### config.mk
export PLATFORM = sky130hd
export DESIGN_NAME = rdp_read_datapath
export DESIGN_NICKNAME = d
export VERILOG_FILES = /design/src/hw/rdp_pkg.sv /design/src/hw/rdp_config_regs.sv /design/src/hw/rdp_valid_predictor.sv /design/src/hw/rdp_read_fifo.sv /design/src/hw/rdp_oct_control.sv /design/src/hw/rdp_read_datapath.sv
export VERILOG_INCLUDE_DIRS = /design/src /design/src/hw
export SDC_FILE = /design/constraint.sdc
export NUM_CORES = 1
export LEC_CHECK = 0
export ABC_AREA = 1
export BUFFER_PORTS_ARGS = -buffer_cell sky130_fd_sc_hd__buf_2
export CAP_MARGIN = 20
export CELL_PAD_IN_SITES_DETAIL_PLACEMENT = 1
export CELL_PAD_IN_SITES_GLOBAL_PLACEMENT = 1
export CORE_ASPECT_RATIO = 1.25
export CORE_MARGIN = 2
export CORE_UTILIZATION = 40
export DETAILED_ROUTE_END_ITERATION = 10
export PLACE_DENSITY = 0.82
export SLEW_MARGIN = 20
export SYNTH_ARGS = -nofsm -noshare
export SYNTH_HDL_FRONTEND = slang
export SYNTH_SLANG_ARGS = --single-unit
### constraint.sdc
create_clock -name pll_afi_clk -period 6.2 [get_ports pll_afi_clk]
set_clock_uncertainty 0.1 [all_clocks]
set_input_delay 0 -clock pll_afi_clk [delete_from_list [all_inputs] [get_ports pll_afi_clk]]
set_output_delay 0 -clock pll_afi_clk [all_outputs]
set_load 0.03 [all_outputs]
### src/hw/rdp_macros.svh
// ********************************************************
// Width, depth and delay constants of the read datapath
// Register field positions of the CONFIG and STATUS words
// ********************************************************

`ifndef RDP_MACROS_SVH
`define RDP_MACROS_SVH

// Data organization of one AFI word at half rate
`define RDP_DQ_GROUP_WIDTH 4
`define RDP_NUM_GROUPS 2
`define RDP_NUM_SLOTS 4
`define RDP_MEM_DQ_WIDTH 8
`define RDP_AFI_DATA_WIDTH 32

// Read latency prediction
`define RDP_MAX_READ_LATENCY 16
`define RDP_LATENCY_WIDTH 4

// Read data buffering
`define RDP_FIFO_DEPTH 8
`define RDP_FIFO_ADDR_WIDTH 3

// On-die termination window, derived from tRL
`define RDP_TRL_WIDTH 4
`define RDP_TRL_MAX 10
`define RDP_OCT_SHIFT_LEN 8
`define RDP_OCT_ON_OFFSET 4
`define RDP_OCT_OFF_OFFSET 6

// Wishbone register block
`define RDP_WB_DATA_WIDTH 32
`define RDP_WB_ADDR_WIDTH 2
`define RDP_CFG_LATENCY_LSB 0
`define RDP_CFG_TRL_LSB 8
`define RDP_STS_UNDERFLOW_BIT 0
`define RDP_STS_OVERFLOW_BIT 1

`endif

### src/hw/rdp_pkg.sv
// ********************************************************
// Shared types of the read datapath
// Read data word union and register word address
// ********************************************************

`default_nettype none

`include "rdp_macros.svh"

package rdp_pkg;

	// ********************************************************
	// Read data word
	// ********************************************************

	// The DDIO delivers one flat word per AFI cycle
	// The same bits are ordered by DQS group first and by time slot within a group
	// Group g, slot t therefore sits at bit g*16+t*4
	typedef union packed
	{
		logic [`RDP_AFI_DATA_WIDTH-1:0] flat;
		logic [`RDP_NUM_GROUPS-1:0][`RDP_NUM_SLOTS-1:0][`RDP_DQ_GROUP_WIDTH-1:0] by_group;
	} rdp_read_word_u;

	// ********************************************************
	// Register map
	// ********************************************************

	// Word addresses of the Wishbone register block
	// Addresses 2 and 3 are not decoded and read back as zero
	typedef enum logic [`RDP_WB_ADDR_WIDTH-1:0]
	{
		CONFIG = 2'd0,
		STATUS = 2'd1
	} rdp_reg_addr_t;

endpackage

`default_nettype wire

### src/hw/rdp_config_regs.sv
// ********************************************************
// Wishbone classic slave with the configuration registers
// CONFIG holds the latency tap and tRL
// STATUS holds sticky FIFO underflow and overflow flags
// ********************************************************

`timescale 1ns/100ps
`default_nettype none

`include "rdp_macros.svh"

module rdp_config_regs
(
	input  wire logic                            pll_afi_clk,
	input  wire logic                            reset_n_afi_clk,
	input  wire logic                            wb_cyc_i,
	input  wire logic                            wb_stb_i,
	input  wire logic                            wb_we_i,
	input  wire logic [`RDP_WB_ADDR_WIDTH-1:0]   wb_adr_i,
	input  wire logic [`RDP_WB_DATA_WIDTH-1:0]   wb_dat_i,
	output logic      [`RDP_WB_DATA_WIDTH-1:0]   wb_dat_o,
	output logic                                 wb_ack_o,
	input  wire logic                            underflow_i,
	input  wire logic                            overflow_i,
	output logic      [`RDP_LATENCY_WIDTH-1:0]   latency_o,
	output logic      [`RDP_TRL_WIDTH-1:0]       trl_o
);

	import rdp_pkg::*;

	rdp_reg_addr_t                  reg_addr;
	logic                           wb_access;
	logic                           wr_config;
	logic                           wr_status;
	logic                           underflow_sticky;
	logic                           overflow_sticky;
	logic [`RDP_WB_DATA_WIDTH-1:0]  rd_data;

	// An access is taken on the first cycle that cyc and stb are seen with ack low
	// Ack follows on the next edge and drops again one cycle later
	assign wb_access = wb_cyc_i & wb_stb_i & ~wb_ack_o;
	assign reg_addr = rdp_reg_addr_t'(wb_adr_i);
	assign wr_config = wb_access & wb_we_i & (reg_addr == CONFIG);
	assign wr_status = wb_access & wb_we_i & (reg_addr == STATUS);

	// Read data mux, unused bits and undecoded addresses read as zero
	always_comb
	begin
		rd_data = '0;
		case (reg_addr)
			CONFIG:
			begin
				rd_data[`RDP_CFG_LATENCY_LSB +: `RDP_LATENCY_WIDTH] = latency_o;
				rd_data[`RDP_CFG_TRL_LSB +: `RDP_TRL_WIDTH] = trl_o;
			end
			STATUS:
			begin
				rd_data[`RDP_STS_UNDERFLOW_BIT] = underflow_sticky;
				rd_data[`RDP_STS_OVERFLOW_BIT] = overflow_sticky;
			end
			default:
			begin
				rd_data = '0;
			end
		endcase
	end

	always_ff @(posedge pll_afi_clk or negedge reset_n_afi_clk)
	begin
		if (!reset_n_afi_clk)
		begin
			wb_ack_o <= 1'b0;
			wb_dat_o <= '0;
			latency_o <= '0;
			trl_o <= '0;
			underflow_sticky <= 1'b0;
			overflow_sticky <= 1'b0;
		end
		else
		begin
			wb_ack_o <= wb_access;
			// Read data is captured together with the ack
			if (wb_access && !wb_we_i)
				wb_dat_o <= rd_data;
			if (wr_config)
			begin
				latency_o <= wb_dat_i[`RDP_CFG_LATENCY_LSB +: `RDP_LATENCY_WIDTH];
				trl_o <= wb_dat_i[`RDP_CFG_TRL_LSB +: `RDP_TRL_WIDTH];
			end
			// A new event wins over a write-1-to-clear in the same cycle
			if (underflow_i)
				underflow_sticky <= 1'b1;
			else if (wr_status && wb_dat_i[`RDP_STS_UNDERFLOW_BIT])
				underflow_sticky <= 1'b0;
			if (overflow_i)
				overflow_sticky <= 1'b1;
			else if (wr_status && wb_dat_i[`RDP_STS_OVERFLOW_BIT])
				overflow_sticky <= 1'b0;
		end
	end

endmodule

`default_nettype wire

### src/hw/rdp_valid_predictor.sv
// ********************************************************
// Read-latency valid prediction
// Two latency shifters with a programmable tap
// Produces the AFI read valid and the read FIFO pop
// ********************************************************

`timescale 1ns/100ps
`default_nettype none

`include "rdp_macros.svh"

module rdp_valid_predictor
(
	input  wire logic                           pll_afi_clk,
	input  wire logic                           reset_n_afi_clk,
	input  wire logic                           afi_rdata_en_i,
	input  wire logic                           afi_rdata_en_full_i,
	input  wire logic [`RDP_LATENCY_WIDTH-1:0]  latency_i,
	output logic                                read_valid_o,
	output logic                                fifo_pop_o
);

	// Stage j holds the request sampled j edges before the most recent one
	// A request seen at edge n therefore reaches stage L right after edge n+L
	logic [`RDP_MAX_READ_LATENCY-1:0] latency_shifter;
	logic [`RDP_MAX_READ_LATENCY-1:0] full_latency_shifter;
	logic                             read_valid_tap;

	// Each request cycle is one token, and the controller guarantees the
	// spacing, so the shifter never needs back-pressure
	always_ff @(posedge pll_afi_clk or negedge reset_n_afi_clk)
	begin
		if (!reset_n_afi_clk)
		begin
			latency_shifter <= '0;
			full_latency_shifter <= '0;
		end
		else
		begin
			latency_shifter <= {latency_shifter[`RDP_MAX_READ_LATENCY-2:0], afi_rdata_en_i};
			full_latency_shifter <=
				{full_latency_shifter[`RDP_MAX_READ_LATENCY-2:0], afi_rdata_en_full_i};
		end
	end

	// The tap of the enable shifter feeds the registered valid
	assign read_valid_tap = latency_shifter[latency_i];

	// The full-enable tap pops the FIFO combinationally during the tap cycle,
	// so the popped word lands on the AFI at the same edge as valid
	assign fifo_pop_o = full_latency_shifter[latency_i];

	// Valid is high for the cycle after edge n+L+1
	always_ff @(posedge pll_afi_clk or negedge reset_n_afi_clk)
	begin
		if (!reset_n_afi_clk)
			read_valid_o <= 1'b0;
		else
			read_valid_o <= read_valid_tap;
	end

endmodule

`default_nettype wire

### src/hw/rdp_read_fifo.sv
// ********************************************************
// Single-clock read data FIFO
// Circular buffer with occupancy count
// Registered outputs in slot-major and group-major order
// Underflow and overflow event pulses
// ********************************************************

`timescale 1ns/100ps
`default_nettype none

`include "rdp_macros.svh"

module rdp_read_fifo
(
	input  wire logic                            pll_afi_clk,
	input  wire logic                            reset_n_afi_clk,
	input  wire logic                            push_i,
	input  wire rdp_pkg::rdp_read_word_u         push_data_i,
	input  wire logic                            pop_i,
	output logic      [`RDP_AFI_DATA_WIDTH-1:0]  afi_rdata_o,
	output logic      [`RDP_AFI_DATA_WIDTH-1:0]  phy_mux_read_fifo_q_o,
	output logic                                 underflow_o,
	output logic                                 overflow_o
);

	import rdp_pkg::*;

	rdp_read_word_u                    fifo_mem [`RDP_FIFO_DEPTH];
	logic [`RDP_FIFO_ADDR_WIDTH-1:0]   wr_ptr;
	logic [`RDP_FIFO_ADDR_WIDTH-1:0]   rd_ptr;
	logic [`RDP_FIFO_ADDR_WIDTH:0]     fifo_count;
	logic                              fifo_empty;
	logic                              fifo_full;
	logic                              do_push;
	logic                              do_pop;
	rdp_read_word_u                    head_word;
	logic [`RDP_NUM_SLOTS-1:0][`RDP_NUM_GROUPS-1:0][`RDP_DQ_GROUP_WIDTH-1:0] head_slot_major;

	assign fifo_empty = (fifo_count == 0);
	assign fifo_full = (fifo_count == `RDP_FIFO_DEPTH);
	assign do_push = push_i & ~fifo_full;
	assign do_pop = pop_i & ~fifo_empty;

	// Events are flagged in the cycle of the offending request
	assign overflow_o = push_i & fifo_full;
	assign underflow_o = pop_i & fifo_empty;

	assign head_word = fifo_mem[rd_ptr];

	// Slot t, group g moves to bit t*8+g*4 for the AFI side
	always_comb
	begin
		for (int t = 0; t < `RDP_NUM_SLOTS; t++)
			for (int g = 0; g < `RDP_NUM_GROUPS; g++)
				head_slot_major[t][g] = head_word.by_group[g][t];
	end

	// Storage
	always_ff @(posedge pll_afi_clk)
	begin
		if (do_push)
			fifo_mem[wr_ptr] <= push_data_i;
	end

	// Pointers wrap naturally since the depth is a power of two
	always_ff @(posedge pll_afi_clk or negedge reset_n_afi_clk)
	begin
		if (!reset_n_afi_clk)
		begin
			wr_ptr <= '0;
			rd_ptr <= '0;
			fifo_count <= '0;
		end
		else
		begin
			if (do_push)
				wr_ptr <= wr_ptr + 1'b1;
			if (do_pop)
				rd_ptr <= rd_ptr + 1'b1;
			case ({do_push, do_pop})
				2'b10: fifo_count <= fifo_count + 1'b1;
				2'b01: fifo_count <= fifo_count - 1'b1;
				default: fifo_count <= fifo_count;
			endcase
		end
	end

	// Output words change only on a pop, an empty pop presents zeros
	always_ff @(posedge pll_afi_clk or negedge reset_n_afi_clk)
	begin
		if (!reset_n_afi_clk)
		begin
			afi_rdata_o <= '0;
			phy_mux_read_fifo_q_o <= '0;
		end
		else if (pop_i)
		begin
			if (fifo_empty)
			begin
				afi_rdata_o <= '0;
				phy_mux_read_fifo_q_o <= '0;
			end
			else
			begin
				afi_rdata_o <= head_slot_major;
				phy_mux_read_fifo_q_o <= head_word.flat;
			end
		end
	end

endmodule

`default_nettype wire

### src/hw/rdp_oct_control.sv
// ********************************************************
// On-die termination window control
// Read-enable history and tRL-derived on and off delays
// ********************************************************

`timescale 1ns/100ps
`default_nettype none

`include "rdp_macros.svh"

module rdp_oct_control
(
	input  wire logic                       pll_afi_clk,
	input  wire logic                       reset_n_afi_clk,
	input  wire logic                       afi_rdata_en_full_i,
	input  wire logic [`RDP_TRL_WIDTH-1:0]  trl_i,
	output logic                            force_oct_off_o
);

	localparam logic [`RDP_TRL_WIDTH-1:0] TRL_MAX_VAL = `RDP_TRL_MAX;
	localparam logic [`RDP_TRL_WIDTH:0]   ON_OFFSET = `RDP_OCT_ON_OFFSET;
	localparam logic [`RDP_TRL_WIDTH:0]   OFF_OFFSET = `RDP_OCT_OFF_OFFSET;

	logic [`RDP_OCT_SHIFT_LEN-1:0]  rdata_en_hist;
	logic [`RDP_OCT_SHIFT_LEN:0]    rdata_en_shifter;
	logic [`RDP_OCT_SHIFT_LEN:0]    oct_window;
	logic [`RDP_TRL_WIDTH-1:0]      trl_clamped;
	logic [`RDP_TRL_WIDTH:0]        trl_ext;
	logic [`RDP_TRL_WIDTH:0]        oct_on;
	logic [`RDP_TRL_WIDTH:0]        oct_off;

	// Bit 0 is the enable at the current edge, bit k the enable k edges earlier
	assign rdata_en_shifter = {rdata_en_hist, afi_rdata_en_full_i};

	// Larger tRL values would push the off delay past the history length
	always_comb
	begin
		trl_clamped = (trl_i > TRL_MAX_VAL) ? TRL_MAX_VAL : trl_i;
		trl_ext = {1'b0, trl_clamped};
		oct_on = (trl_ext > ON_OFFSET) ? ((trl_ext - ON_OFFSET) >> 1) : '0;
		oct_off = (trl_ext + OFF_OFFSET) >> 1;
		for (int unsigned k = 0; k <= `RDP_OCT_SHIFT_LEN; k++)
			oct_window[k] = (k >= oct_on) && (k <= oct_off);
	end

	// Termination stays enabled while any enable lies inside the window
	always_ff @(posedge pll_afi_clk or negedge reset_n_afi_clk)
	begin
		if (!reset_n_afi_clk)
		begin
			rdata_en_hist <= '0;
			force_oct_off_o <= 1'b0;
		end
		else
		begin
			rdata_en_hist <= rdata_en_shifter[`RDP_OCT_SHIFT_LEN-1:0];
			force_oct_off_o <= ~(|(rdata_en_shifter & oct_window));
		end
	end

endmodule

`default_nettype wire

### src/hw/rdp_read_datapath.sv
// ********************************************************
// Read datapath top level
// Register block, valid predictor, read FIFO and OCT control
// ********************************************************

`timescale 1ns/100ps
`default_nettype none

`include "rdp_macros.svh"

module rdp_read_datapath
(
	input  wire logic                            pll_afi_clk,
	input  wire logic                            reset_n_afi_clk,
	// Wishbone classic slave
	input  wire logic                            wb_cyc_i,
	input  wire logic                            wb_stb_i,
	input  wire logic                            wb_we_i,
	input  wire logic [`RDP_WB_ADDR_WIDTH-1:0]   wb_adr_i,
	input  wire logic [`RDP_WB_DATA_WIDTH-1:0]   wb_dat_i,
	output logic      [`RDP_WB_DATA_WIDTH-1:0]   wb_dat_o,
	output logic                                 wb_ack_o,
	// AFI read request side
	input  wire logic                            afi_rdata_en_i,
	input  wire logic                            afi_rdata_en_full_i,
	// Captured DDIO data
	input  wire logic                            ddio_valid_i,
	input  wire rdp_pkg::rdp_read_word_u         ddio_phy_dq_i,
	// AFI read data side
	output logic      [`RDP_AFI_DATA_WIDTH-1:0]  afi_rdata_o,
	output logic      [`RDP_AFI_DATA_WIDTH-1:0]  phy_mux_read_fifo_q_o,
	output logic                                 afi_rdata_valid_o,
	output logic                                 force_oct_off_o
);

	logic [`RDP_LATENCY_WIDTH-1:0]  latency;
	logic [`RDP_TRL_WIDTH-1:0]      trl;
	logic                           fifo_pop;
	logic                           fifo_underflow;
	logic                           fifo_overflow;

	// ********************************************************
	// Configuration and status
	// ********************************************************

	rdp_config_regs i_config_regs
	(
		.pll_afi_clk     (pll_afi_clk),
		.reset_n_afi_clk (reset_n_afi_clk),
		.wb_cyc_i        (wb_cyc_i),
		.wb_stb_i        (wb_stb_i),
		.wb_we_i         (wb_we_i),
		.wb_adr_i        (wb_adr_i),
		.wb_dat_i        (wb_dat_i),
		.wb_dat_o        (wb_dat_o),
		.wb_ack_o        (wb_ack_o),
		.underflow_i     (fifo_underflow),
		.overflow_i      (fifo_overflow),
		.latency_o       (latency),
		.trl_o           (trl)
	);

	// ********************************************************
	// Datapath
	// ********************************************************

	rdp_valid_predictor i_valid_predictor
	(
		.pll_afi_clk         (pll_afi_clk),
		.reset_n_afi_clk     (reset_n_afi_clk),
		.afi_rdata_en_i      (afi_rdata_en_i),
		.afi_rdata_en_full_i (afi_rdata_en_full_i),
		.latency_i           (latency),
		.read_valid_o        (afi_rdata_valid_o),
		.fifo_pop_o          (fifo_pop)
	);

	rdp_read_fifo i_read_fifo
	(
		.pll_afi_clk           (pll_afi_clk),
		.reset_n_afi_clk       (reset_n_afi_clk),
		.push_i                (ddio_valid_i),
		.push_data_i           (ddio_phy_dq_i),
		.pop_i                 (fifo_pop),
		.afi_rdata_o           (afi_rdata_o),
		.phy_mux_read_fifo_q_o (phy_mux_read_fifo_q_o),
		.underflow_o           (fifo_underflow),
		.overflow_o            (fifo_overflow)
	);

	rdp_oct_control i_oct_control
	(
		.pll_afi_clk         (pll_afi_clk),
		.reset_n_afi_clk     (reset_n_afi_clk),
		.afi_rdata_en_full_i (afi_rdata_en_full_i),
		.trl_i               (trl),
		.force_oct_off_o     (force_oct_off_o)
	);

endmodule

`default_nettype wire

Yosys cells after proc, flatten, opt, wreduce, memory -nomap -nowiden
Memory sizes are Yosys's and may differ from the RTL's.
Index checks and enable logic that the tools add are counted.

word-level totals
  register bits after elaboration = 135
  bits in writable memories = 256
  bits of input ports = 74
  output and inout port bits = 99
  memories kept = 1

memories
  memory                words  width  read ports  clocked after memory_dff  wr ports  RTL line             source
  i_read_fifo.fifo_mem  8      32     1           0                         1         rdp_read_fifo.sv:28  rdp_read_word_u fifo_mem [`RDP_FIFO_DEPTH];

operators by class
  $add $sub $neg = 6
  order comparisons = 20
  eq/ne operators = 4
  muxes and demuxes = 18
  bitwise operators = 14
  reduce and logical (&&, ||, !) cells = 18

operators by type and width
  cell                                                                              count
  32-bit two-way mux                                                                2
  3-bit by 5-bit >= comparator with 1-bit output (first input constant)             4
  3-bit by 4-bit less-or-equal comparator with 1-bit output (first input constant)  4
  4-bit two-way mux                                                                 3
  1-bit logical AND                                                                 11
  1-bit by 5-bit >= comparator with 1-bit output (first input constant)             2
  2-bit by 5-bit >= comparator with 1-bit output (first input constant)             2
  1-bit AND                                                                         9
  9-bit AND                                                                         1
  9-bit OR reduction                                                                1
  1-bit binary-select mux with 4-bit select                                         2
  2-bit by 4-bit less-or-equal comparator with 1-bit output (first input constant)  2
  1-bit two-way mux                                                                 8
  4-bit one-hot mux with 2 select lines                                             1
  3-bit by 1-bit adder with 3-bit output (second input constant)                    2
  2-bit nonzero test                                                                3
  4-bit by 3-bit adder with 5-bit output (second input constant)                    1
  4-bit by 5-bit >= comparator with 1-bit output (first input constant)             1
  4-bit by 5-bit less-than comparator with 1-bit output (second input constant)     1
  4-bit by 3-bit subtractor with 5-bit output (second input constant)               1
  4-bit by 1-bit adder with 4-bit output (second input constant)                    1
  2-bit by 1-bit == test with 1-bit output (second input constant)                  2
  4-bit == test (second input constant)                                             1
  4-bit by 3-bit greater-than comparator with 1-bit output (second input constant)  1
  other kinds (11)                                                                  14

Depth between registers and ports, before layout
Gate-level depths: netlist of the first run.

  depth after elaboration = 9
  depth in mapped cells = 19
  depth with buffers taken out = 17

Modules after synthesis
Synthesis of the first run repeated with hierarchy kept, for this count alone.

second synthesis, totals
  cells, all modules = 1281
  area, all modules = 14600.3 sq um

by module, submodules not included
  module               instances  cells each  area each (sq um)  seq. area each (sq um)
  rdp_read_fifo        1          1004        11972.7            8738.4
  rdp_valid_predictor  1          131         1246.2             825.8
  rdp_config_regs      1          115         1059.8             475.5
  rdp_oct_control      1          31          321.6              225.2

Least setup slack after synthesis of the first run
OpenSTA, ideal clock, no wires.

  kind = register to register
  start = register i_read_fifo.fifo_count[1]
  end = memory i_read_fifo.fifo_mem[0][0] (netlist bit), enable pin
  data arrival time = 2.318 ns
  required time = 5.679 ns
  slack = 3.361 ns
  cell stages (with the launch flop) = 6
  buffers on the path = 0
  period minus slack after synthesis = 2.839 ns
  cells stage by stage = dfrtp_1 > inv_1 > nand3_1 > nand2_1 > or2_2 > nor2_1

on the way
  word-level cells in the longest chain between the ends = 5

ends and longest elaborated chain
  element                                  RTL line             source
  start: declaration                       rdp_read_fifo.sv:31  logic [`RDP_FIFO_ADDR_WIDTH:0] fifo_count;
  start signal: assignment                 rdp_read_fifo.sv:81  2'b10: fifo_count <= fifo_count + 1'b1;
  start signal: assignment                 rdp_read_fifo.sv:82  2'b01: fifo_count <= fifo_count - 1'b1;
  start signal: assignment                 rdp_read_fifo.sv:83  default: fifo_count <= fifo_count;
  4-bit == test (no source line)           n/a
  1-bit NOT                                rdp_read_fifo.sv:41  assign do_push = push_i & ~fifo_full;
  1-bit AND                                rdp_read_fifo.sv:41
  1-bit two-way mux                        rdp_read_fifo.sv:61  if (do_push)
  1-bit two-way mux (implied by the code)  rdp_read_fifo.sv:62  fifo_mem[wr_ptr] <= push_data_i;
  end: declaration                         rdp_read_fifo.sv:28

No other way between the ends.

Final worst setup path of the first run
  start = register i_config_regs.latency_o[0]
  end = register i_read_fifo.fifo_count[3]

on the way
  word-level cells in the longest chain between the ends = 5
  elaborated cells on any way between the ends = 7

ends and longest elaborated chain
  element                                                                             RTL line                   source
  start: declaration                                                                  rdp_config_regs.sv:25      output logic [`RDP_LATENCY_WIDTH-1:0] latency_o,
  start signal: assignment                                                            rdp_config_regs.sv:87      latency_o <= wb_dat_i[`RDP_CFG_LATENCY_LSB +: `RDP_LATENCY_WIDTH];
  1-bit binary-select mux with 4-bit select (*)                                       rdp_valid_predictor.sv:51  assign fifo_pop_o = full_latency_shifter[latency_i];
  1-bit two-way mux (implied by the code) (*)                                         rdp_valid_predictor.sv:51
  1-bit AND (*)                                                                       rdp_read_fifo.sv:42        assign do_pop = pop_i & ~fifo_empty;
  net i_read_fifo.do_pop                                                              rdp_read_fifo.sv:35        logic do_pop;
  2-bit by 1-bit == test with 1-bit output / 2-bit == test (equally long branches)    rdp_read_fifo.sv:80        case ({do_push, do_pop})
  4-bit one-hot mux with 2 select lines / 2-bit nonzero test (equally long branches)  n/a

The timed path passes the listed nets; every way through them passes the cells marked *. The select of a mux whose other input is x is not followed.
A chain may end at the register's enable or synchronous reset.

==> results of run 1 <==
[worst min path at each step]
stage                                                                    to  slack (ns)  cells after the start
after floorplan                      i_config_regs.latency_o[0]$_DFFE_PN0P_       -0.40                      0
after global placement    i_read_fifo.phy_mux_read_fifo_q_o[13]$_DFFE_PN0P_     -0.0009                      1
after detailed placement  i_read_fifo.phy_mux_read_fifo_q_o[13]$_DFFE_PN0P_       0.006                      1
after CTS                 i_read_fifo.phy_mux_read_fifo_q_o[13]$_DFFE_PN0P_       0.007                      2
after global routing         i_valid_predictor.latency_shifter[0]$_DFF_PN0_        0.04                      2
final                     i_read_fifo.phy_mux_read_fifo_q_o[13]$_DFFE_PN0P_       -0.01                      2
[cells in the final DEF (no fill, tap or decap), types with 8 or more instances in the layout]
master,count
o21ai_1,29
inv_1,31
clkbuf_1,9
buf_4,18
edfxtp_1,256
buf_2,123
nor2_1,146
dfrtp_1,94
dlygate4sd3_1,54
o21ai_0,115
nor2_4,8
conb_1,24
nand3_2,15
nand3_1,40
o22ai_1,66
clkbuf_16,35
nand2_1,220
[sequential cells by signal, summed over array words and instances, names as in the netlist, 3 cells and up]
name / cells
i_read_fifo.fifo_count: 4
i_config_regs.latency_o: 4
i_config_regs.wb_dat_o: 8
i_read_fifo.rd_ptr: 3
i_config_regs.trl_o: 4
i_read_fifo.phy_mux_read_fifo_q_o: 32
i_read_fifo.fifo_mem: 256
i_read_fifo.wr_ptr: 3
i_valid_predictor.latency_shifter: 16
i_valid_predictor.full_latency_shifter: 15
[logic make-up after synthesis]
| kind of cell | after synthesis | share of synthesized area, % |
|---|---|---|
| AO/OA/AOI/OAI | 227 | 8.76 |
| XOR/XNOR | 6 | 0.369 |
| adder cells (fa/ha/maj) | 6 | 0.580 |
| buffers and inverters | 157 | 6.46 |
| flip-flops | 351 | 70.7 |
| multiplexers | 3 | 0.237 |
| other | 1 | 0.0263 |
| AND/OR/NAND/NOR | 439 | 12.9 |
[metal layers]
metal  global-route usage, %  part of all wire [%]  routed length [um]
met1                    24.3                    40               14800
met2                    35.6                    51               19000
met3                    3.52                   5.4                2000
met4                    7.82                   3.2                1200
met5                       0                     0                   0
[critical path: stages (launching register included)]
cell	delay [ns]
dfrtp_1	0.76
inv_4	0.20
nand2_1	0.12
nand3_1	0.07
nand3_1	0.10
nand3_1	0.08
nand2_2	0.07
buf_4	0.49
nand2_1	0.21
inv_1	0.10
ha_1	0.24
ha_1	0.29
nand2_1	0.10
nor2_1	0.04
a211oi_1	0.22
xor2_1	0.18
nand2_1	0.07
nand2_1	0.05
[power breakdown]
group / total [mW] / switching [mW] / internal [mW]
combinational: 2.87 / 2.08 / 0.789
clock: 2.11 / 0.863 / 1.24
sequential: 3.24 / 0.277 / 2.96
[final cells by class]
| type | instances | share of cell area (%) |
|---|---|---|
| antenna | 2 | 0.0301 |
| inverter | 38 | 0.880 |
| clock buffer | 47 | 5.72 |
| multi-input combinational | 705 | 20.5 |
| sequential | 351 | 60.6 |
| timing repair buffer | 195 | 7.77 |
| tap | 474 | 3.57 |
| clock inverter | 12 | 1.02 |
[metrics by stage]
stage          cells  hold slack [ns]
6_report        1824          -0.0108
2_1_floorplan   1213           -0.396
5_1_grt         1824           0.0358
3_3_place_gp    1709        -0.000925
4_1_cts         1822          0.00694
3_5_place_dp    1709          0.00575
==> flow_summary.yaml, run 1 <==
run_status:
  status: "finished with violations"
  violations: "negative hold slack"
clock_tree:
  cts_hold_buffers: 54
  clock_latency_ns: 0.52
  cts_root_buf: "clkbuf_16"
  cts_buffers: 34
  htreeDepth: 2
  cts_max_path_buffers: 3
  cts_setup_buffers: 0
  clkTransAtPathRegs_ns: 0.06
  cts-resized-gates: 0
  cts_tree: "built"
  cts_sinks: 351
cells_and_area:
  final_util_pct: 47.2
  stdcell_area_sq_um: 16600
  drive_gt1_share_pct: 16.8
  num-fill-cells: 3761
  fin_nets: 1405
  area_growth_pct: 16.8
  seq_area_sq_um: 10100
  multi_input_area_sq_um: 3400
setup_path:
  r2r_start: "i_config_regs.latency_o[0]$_DFFE_PN0P_"
  timing.rr.end: "i_read_fifo.fifo_count[3]$_DFFE_PN0P_"
  r2r_slack_ns: 2.62
  crit_end: "i_read_fifo.fifo_count[3]$_DFFE_PN0P_"
  worstPathRequired_ns: 6.54
  crit_start: "i_config_regs.latency_o[0]$_DFFE_PN0P_"
  cp_max_fo: 38
  reg2reg_depth: 17
  endpoint_kind: "flip-flop"
  critPathKind: "flip-flop to flip-flop"
  crit_arrival_ns: 3.92
  cp-start-kind: "flip-flop"
synthesis:
  post-synth-top-count-cell: "edfxtp_1"
  synth_area_sq_um: 14200
  synth_seq_cells: 351
  postSynthCellCount: 1190
  async_flop_share_pct: 27.1
  yosys_warnings: 0
  yosys.area.top_type: "edfxtp_1"
  synth_ff_type: "edfxtp_1"
  synthTopCellsByArea: "edfxtp_1 (54%), dfrtp_1 (17%), nand2_1 (5.8%)"
  ys_types: 40
  synth_top_area_share_pct: 54.0
  ys_seq_area_share_pct: 70.7
  synth_edf_count: 256
  syn_avg_cell_area_sq_um: 12.0
  synth_commonest_cells: "edfxtp_1 (256), nand2_1 (220), nor2_1 (154), o21ai_0 (115), dfrtp_1 (95)"
floorplanning:
  start_util_pct: 40.4
  fp.dieW_um: 173
  num_rows: 77
  ios: 173
  chipHeight_um: 215
  coreArea_sq_um: 35300
  dieArea_sq_um: 37100
placement:
  post-place-ws_ns: 2.64
  placed_area_sq_um: 15000
  hpwl_um: 20500
  place_congestion: 0.772
  port_buffers: 124
routing:
  antenna_left: 0
  drc_errors: 0
  dr.pass1.iters: 5
  finalWirelength_um: 37000
  wl_per_cell_um: 20.3
  via_count: 9619
  first_iter_violations: 790
  avgViaCountPerCell: 5.27
sta:
  worst_slew_pin_slew_ns: 1.11
  fin_crit_sh_pct: 57.7
  max_slew_margin_pct: 26.3
  tns_ns: 0
  period_needed_ns: 3.58
  worst_slack_ns: 2.62
  finalMaxSlewViolations: 0
  fmax_mhz: 280
  hold_violations: 10
  setup_viol: 0
  fin_hold_ws_ns: -0.0108
  rsz0062_at_grt: "false"
pwr:
  p_leak_nw: 6.55
  p_per_area_nw_per_um2: 494
  ir_drop_v: 0.000255
  power_mw: 8.22
grt:
  grt.overflow.total: 0
  antenna_found_initial: 2
  grt_max_degree: 105
  grt_pass1_vias: 10300
  grtUsageTotal_pct: 20.0
  grt_pass1_wl_um: 58200
run:
  drv_cap: 0
hold_path:
  hold_class: "primary input to asynchronous set/reset pin"
Power figures use the tool's default switching activity.
==> run 2, diff against run 1 <==
Settings changed: ABC_AREA 1 to 0, PLACE_DENSITY 0.82 to 0.78.
Clock period 6.2 ns to 3.5 ns, I/O delays scaled along.
==> run 2 against run 1 <==
Against the previous run:
- the run now ends clean
- cell area is 1.9% lower
- non-clock buffer count unchanged
- core utilization grew 1.3 points
- area after synthesis is 3.7% lower
- sequential power rose by 82%
- critical endpoint unchanged
- largest power group unchanged
- highest routed layer is now met5
==> flow_summary.yaml, run 2 <==
routing:
  drc_errors: 0
  wl_per_cell_um: 22.4
  antenna_left: 0
  first_iter_violations: 423
  finalWirelength_um: 29900
  avgViaCountPerCell: 5.20
  dr.pass1.iters: 4
  via_count: 6930
setup_path:
  endpoint_kind: "flip-flop"
  worstPathRequired_ns: 3.79
  cp_max_fo: 10
  slowest_stage: "dfrtp_1"
  critPathKind: "flip-flop to flip-flop"
  slowest_delay_ns: 0.70
  path_buf_inv: 0
  crit_family: "multiplexers"
  crit_arrival_ns: 3.44
  cp_cell_sequence: "mux4_2 -> mux2i_1 -> mux2_4 -> nor2_2 -> ha_1 -> ha_1 -> a21o_1 -> a21oi_1 -> xnor2_1 -> nor2_1 -> xor2_1"
  cpMostUsedCell: "ha_1"
  cp-start-kind: "flip-flop"
  r2r_slack_ns: 0.35
synthesis:
  postSynthCellCount: 715
  synth_seq_cells: 351
  synthTopCellsByArea: "edfxtp_1 (56%), dfrtp_1 (17%), mux4_2 (12%)"
  yosys_warnings: 0
  synth_top_area_share_pct: 56.0
  synth_edf_count: 256
  ys_types: 38
  synth_ff_type: "edfxtp_1"
  syn_avg_cell_area_sq_um: 19.2
  post-synth-top-count-cell: "edfxtp_1"
  synth_area_sq_um: 13700
  yosys.area.top_type: "edfxtp_1"
  ys_seq_area_share_pct: 73.4
  async_flop_share_pct: 27.1
  synth_commonest_cells: "edfxtp_1 (256), dfrtp_1 (95), mux4_2 (73), nand2_1 (63), buf_4 (59)"
sta:
  tns_ns: 0
  fmax_mhz: 318
  period_needed_ns: 3.15
  worst_slew_pin_slew_ns: 1.00
  setup_viol: 0
  hold_violations: 0
  worst_slack_ns: 0.355
  fin_crit_sh_pct: 89.9
  max_slew_margin_pct: 33.1
  rsz0062_at_grt: "false"
  finalMaxSlewViolations: 0
  fin_hold_ws_ns: 0.0343
cells_and_area:
  regMostFlops: "i_read_fifo.fifo_mem"
  largest_reg_flops: 256
  drive_gt1_share_pct: 32.5
  area_growth_pct: 18.9
  final_util_pct: 48.4
  fin_nets: 962
  mostFrequentLayoutCells: "edfxtp_1 (256), buf_2 (123), dfrtp_1 (92)"
  largestRegisters: "i_read_fifo.fifo_mem (256), i_read_fifo.phy_mux_read_fifo_q_o (32), i_valid_predictor.latency_shifter (16)"
  num-fill-cells: 3112
  antenna_cells: 0
  layout_commonest_cell: "edfxtp_1"
clock_tree:
  cts_root_buf: "clkbuf_16"
  clock_latency_ns: 0.53
  cts_buffers: 35
  clkTransAtPathRegs_ns: 0.06
  cts_tree: "built"
  htreeDepth: 2
  cts_sinks: 351
  cts_setup_buffers: 0
  cts_max_path_buffers: 3
pwr:
  power_mw: 13.9
  ir_drop_v: 0.000445
  p_leak_nw: 6.05
  p_per_area_nw_per_um2: 852
placement:
  hpwl_um: 17200
  place_congestion: 0.737
  port_buffers: 124
  post-place-ws_ns: 0.370
floorplanning:
  start_util_pct: 40.7
  num_rows: 75
  chipHeight_um: 211
  fp.dieW_um: 170
  coreArea_sq_um: 33700
  ios: 173
  dieArea_sq_um: 35800
grt:
  grt_max_degree: 67
  grt.overflow.total: 0
  antenna_found_initial: 1
  grtUsageTotal_pct: 17.2
  grt_pass1_wl_um: 46500
  grt_pass1_vias: 7871
run_status:
  status: "finished clean"
run:
  drv_cap: 0
hold_path:
  hold_class: "primary input to flip-flop"
run 2: area by class of cell:
cell class	instances	area, sq um	area share [%]
clock buffers	50	983	6.03
clock inverters	14	138	0.844
inverters	4	15.0	0.0920
multi-input cells	295	3210	19.7
flip-flops and latches	351	10100	61.7
well taps	423	529	3.24
repair buffers	195	1360	8.34
run 2: kinds of logic after synthesis:
family	count (synthesis)	share of synthesized area, %
xor+xnor	7	0.447
simple gates	88	2.81
flops	351	73.4
mux	119	15.5
compound gates	51	2.90
buf+inv	92	4.39
other cells	1	0.0273
fa+ha+maj	6	0.602
run 2: metrics by stage:
| stage | std cells | instance area, sq um |
|---|---|---|
| after floorplan | 738 | 13800 |
| after global placement | 1215 | 14700 |
| after detailed placement | 1215 | 14700 |
| after CTS | 1332 | 16300 |
| after global routing | 1332 | 16300 |
| final | 1332 | 16300 |
run 2: where the power goes:
group,total [mW],internal [mW],switching (mW)
logic,4.33,1.78,2.55
registers,5.90,5.26,0.645
clock network,3.67,2.12,1.55
total,13.9,9.16,4.74
run 2: what timing repair did:
item | 4_1_cts | 5_1_grt
endpoints found under the hold margin | 376 | 0
hold buffers | 53 | 0
gates resized for setup | 0 | 0
run 2: layer usage:
| metal | up-vias | GRT usage [%] | wire, um |
|---|---|---|---|
| met2 | 213 | 30.9 | 15600 |
| met3 | 66 | 3.09 | 1560 |
| met4 | 2 | 5.87 | 758 |
| li1 | 3046 | - | - |
| met1 | 3603 | 21.0 | 11900 |
| met5 | - | 0 | 11 |
run 2: final timing paths:
path | from | end | cells past startpoint
max | i_config_regs.latency_o[0]$_DFFE_PN0P_ | i_read_fifo.fifo_count[3]$_DFFE_PN0P_ | 11
min | afi_rdata_en_i | i_valid_predictor.latency_shifter[0]$_DFF_PN0_ | 2
max reg2reg | i_config_regs.latency_o[0]$_DFFE_PN0P_ | i_read_fifo.fifo_count[3]$_DFFE_PN0P_ | 11
min reg2reg | i_valid_predictor.latency_shifter[9]$_DFF_PN0_ | i_valid_predictor.latency_shifter[10]$_DFF_PN0_ | 0
max in group asynchronous | reset_n_afi_clk | i_valid_predictor.latency_shifter[9]$_DFF_PN0_ | 4
min in group asynchronous | reset_n_afi_clk | i_config_regs.wb_dat_o[3]$_DFFE_PN0P_ | 4
==> run 3, diff against run 2 <==
Settings changed: CTS_BUF_LIST from default to sky130_fd_sc_hd__clkbuf_2.
==> run 3 against run 2 <==
Against the previous run:
- worst setup slack worse by 0.015 ns
- total power is 6.9% lower
- hold slack better by 0.19 ns
- combinational power is 2% higher
- non-clock buffer count is 60 higher
- sequential power hardly changed
- critical endpoint unchanged
- sequential cell count stayed put
==> flow_summary.yaml, run 3 (synthesis results as in run 2) <==
run_status:
  status: "finished clean"
floorplanning:
  num_rows: 75
  dieArea_sq_um: 35800
  chipHeight_um: 211
  coreArea_sq_um: 33700
  ios: 173
  start_util_pct: 40.7
  fp.dieW_um: 170
cells_and_area:
  mostFrequentLayoutCells: "edfxtp_1 (256), clkbuf_2 (131), buf_2 (123)"
  largestRegisters: "i_read_fifo.fifo_mem (256), i_read_fifo.phy_mux_read_fifo_q_o (32), i_valid_predictor.latency_shifter (16)"
  seq_area_sq_um: 10100
  stdcell_area_sq_um: 16600
  largest_reg_flops: 256
  drive_gt1_share_pct: 36.4
  num-fill-cells: 3245
  multi_input_area_sq_um: 3210
  area_growth_pct: 20.7
  fin_nets: 1071
  regMostFlops: "i_read_fifo.fifo_mem"
  fin_cells: 1486
  layout_commonest_cell: "edfxtp_1"
setup_path:
  endpoint_kind: "flip-flop"
  slowest_stage: "dfrtp_1"
  crit_start: "i_config_regs.latency_o[0]$_DFFE_PN0P_"
  cp_max_fo: 10
  slowest_delay_ns: 0.71
  crit_arrival_ns: 3.87
  r2r_start: "i_config_regs.latency_o[0]$_DFFE_PN0P_"
  cp_cell_sequence: "mux4_2 -> mux2i_1 -> mux2_4 -> nor2_2 -> ha_1 -> ha_1 -> a21o_1 -> a21oi_1 -> xnor2_1 -> nor2_1 -> xor2_1"
  worstPathRequired_ns: 4.21
  cp-start-kind: "flip-flop"
  critPathKind: "flip-flop to flip-flop"
  cpMostUsedCell: "ha_1"
grt:
  grt_pass1_wl_um: 48900
  grt.overflow.total: 0
  grtUsageTotal_pct: 18.2
  grt_pass1_vias: 8665
  grt_max_degree: 67
  antenna_found_initial: 3
clock_tree:
  clkTransAtPathRegs_ns: 0.12
  cts_max_path_buffers: 3
  cts_sinks: 351
  htreeDepth: 3
  clock_latency_ns: 1.00
  cts-resized-gates: 0
  cts_root_buf: "clkbuf_2"
  cts_tree: "built"
  cts_buffers: 84
pwr:
  p_leak_nw: 6.35
  p_comb_share_pct: 34.2
  p_per_area_nw_per_um2: 782
  p_clk_share_pct: 20.3
  p_int_mw: 8.09
  p_sw_mw: 4.86
  seqPwrFrac_pct: 45.5
  power_mw: 13.0
  swShare_pct: 37.5
  ir_drop_v: 0.000376
hold_path:
  hp-start: "i_valid_predictor.latency_shifter[9]$_DFF_PN0_"
  hold_class: "flip-flop to flip-flop"
sta:
  finalMaxSlewViolations: 0
  max_slew_margin_pct: 33.6
  fin_hold_ws_ns: 0.220
  fmax_mhz: 316
  worst_slew_pin_slew_ns: 0.996
  rsz0062_at_grt: "false"
  tns_ns: 0
  setup_viol: 0
  fin_crit_sh_pct: 90.3
  hold_violations: 0
  period_needed_ns: 3.16
routing:
  via_count: 7605
  dr.pass1.iters: 5
  wl_per_cell_um: 21.2
  antenna_left: 0
  drc_errors: 0
  finalWirelength_um: 31500
  avgViaCountPerCell: 5.12
  first_iter_violations: 528
placement:
  dp_cells: 1215
  hpwl_um: 17200
  port_buffers: 124
  placed_area_sq_um: 14700
  place_congestion: 0.737
run:
  drv_cap: 0
==> run 3: changes by cell type in the layout (fill, tap and decap cells not counted), moves of 2 or more <==
cell,change
clkbuf_8,-3
diode_2,+4
inv_2,+3
clkinv_2,-2
bufinv_16,-2
clkbuf_16,-36
dlygate4sd3_1,+60
clkbuf_2,+131
clkbuf_1,-11
clkinv_1,+11
==> run 3: power by group through the flow <==
stage / clock, mW / combinational (mW) / sequential (mW)
after global placement: 0 / 4.18 / 5.93
after global routing: 2.92 / 4.75 / 6.01
final: 2.63 / 4.43 / 5.90
after detailed placement: 0 / 4.33 / 6.00
after floorplan: 0 / 3.14 / 6.01
after CTS: 2.72 / 4.48 / 5.92
==> run 3: metal layers <==
metal	up-vias	part of all wire, %	GRT usage (%)
li1	3330	-	-
met1	3922	39	20.6
met2	281	53	32.8
met3	70	5.6	4.44
met4	2	2.5	7.81
met5	-	0.041	0
==> run 3: area by class of cell <==
| cell class | count | area share (%) |
|---|---|---|
| multi-input cells | 295 | 19.4 |
| clock buffers | 131 | 3.96 |
| well taps | 423 | 3.20 |
| flip-flops and latches | 351 | 60.8 |
| inverters | 4 | 0.0907 |
| clock inverters | 23 | 0.604 |
| diodes | 4 | 0.0604 |
| repair buffers | 255 | 11.8 |
==> run 3: worst max-delay path: cells and delay by family (launching register included) <==
kind	cells	cell delay (ns)
DFF	1	0.71
AOI/OAI and AO/OA	2	0.32
adders and majority gates	2	0.52
and+or+nand+nor	2	0.12
xor gates and xnor gates	2	0.28
muxes	3	0.97
==> run 3: repair_timing <==
item,CTS,global route
hold buffers,113,0
hold endpoints to repair,434,0
buffers inserted,0,0
==> run 3: per-stage QoR <==
stage	util, %	setup slack, ns
global placement	43.5	0.427
CTS	49.1	0.334
global route	49.2	0.0702
floorplan	-	0.738
finish	49.2	0.339
detailed placement	43.5	0.370
==> run 3: final timing paths <==
check                                                                  endpoint  cells past startpoint  slack [ns]
max in group asynchronous     i_read_fifo.phy_mux_read_fifo_q_o[18]$_DFFE_PN0P_                      6        2.03
min                             i_valid_predictor.latency_shifter[10]$_DFF_PN0_                      0        0.22
min reg2reg                     i_valid_predictor.latency_shifter[10]$_DFF_PN0_                      0        0.22
min in group asynchronous  i_valid_predictor.full_latency_shifter[14]$_DFF_PN0_                      5        0.51
max                                       i_read_fifo.fifo_count[3]$_DFFE_PN0P_                     11        0.34
max reg2reg                               i_read_fifo.fifo_count[3]$_DFFE_PN0P_                     11        0.34
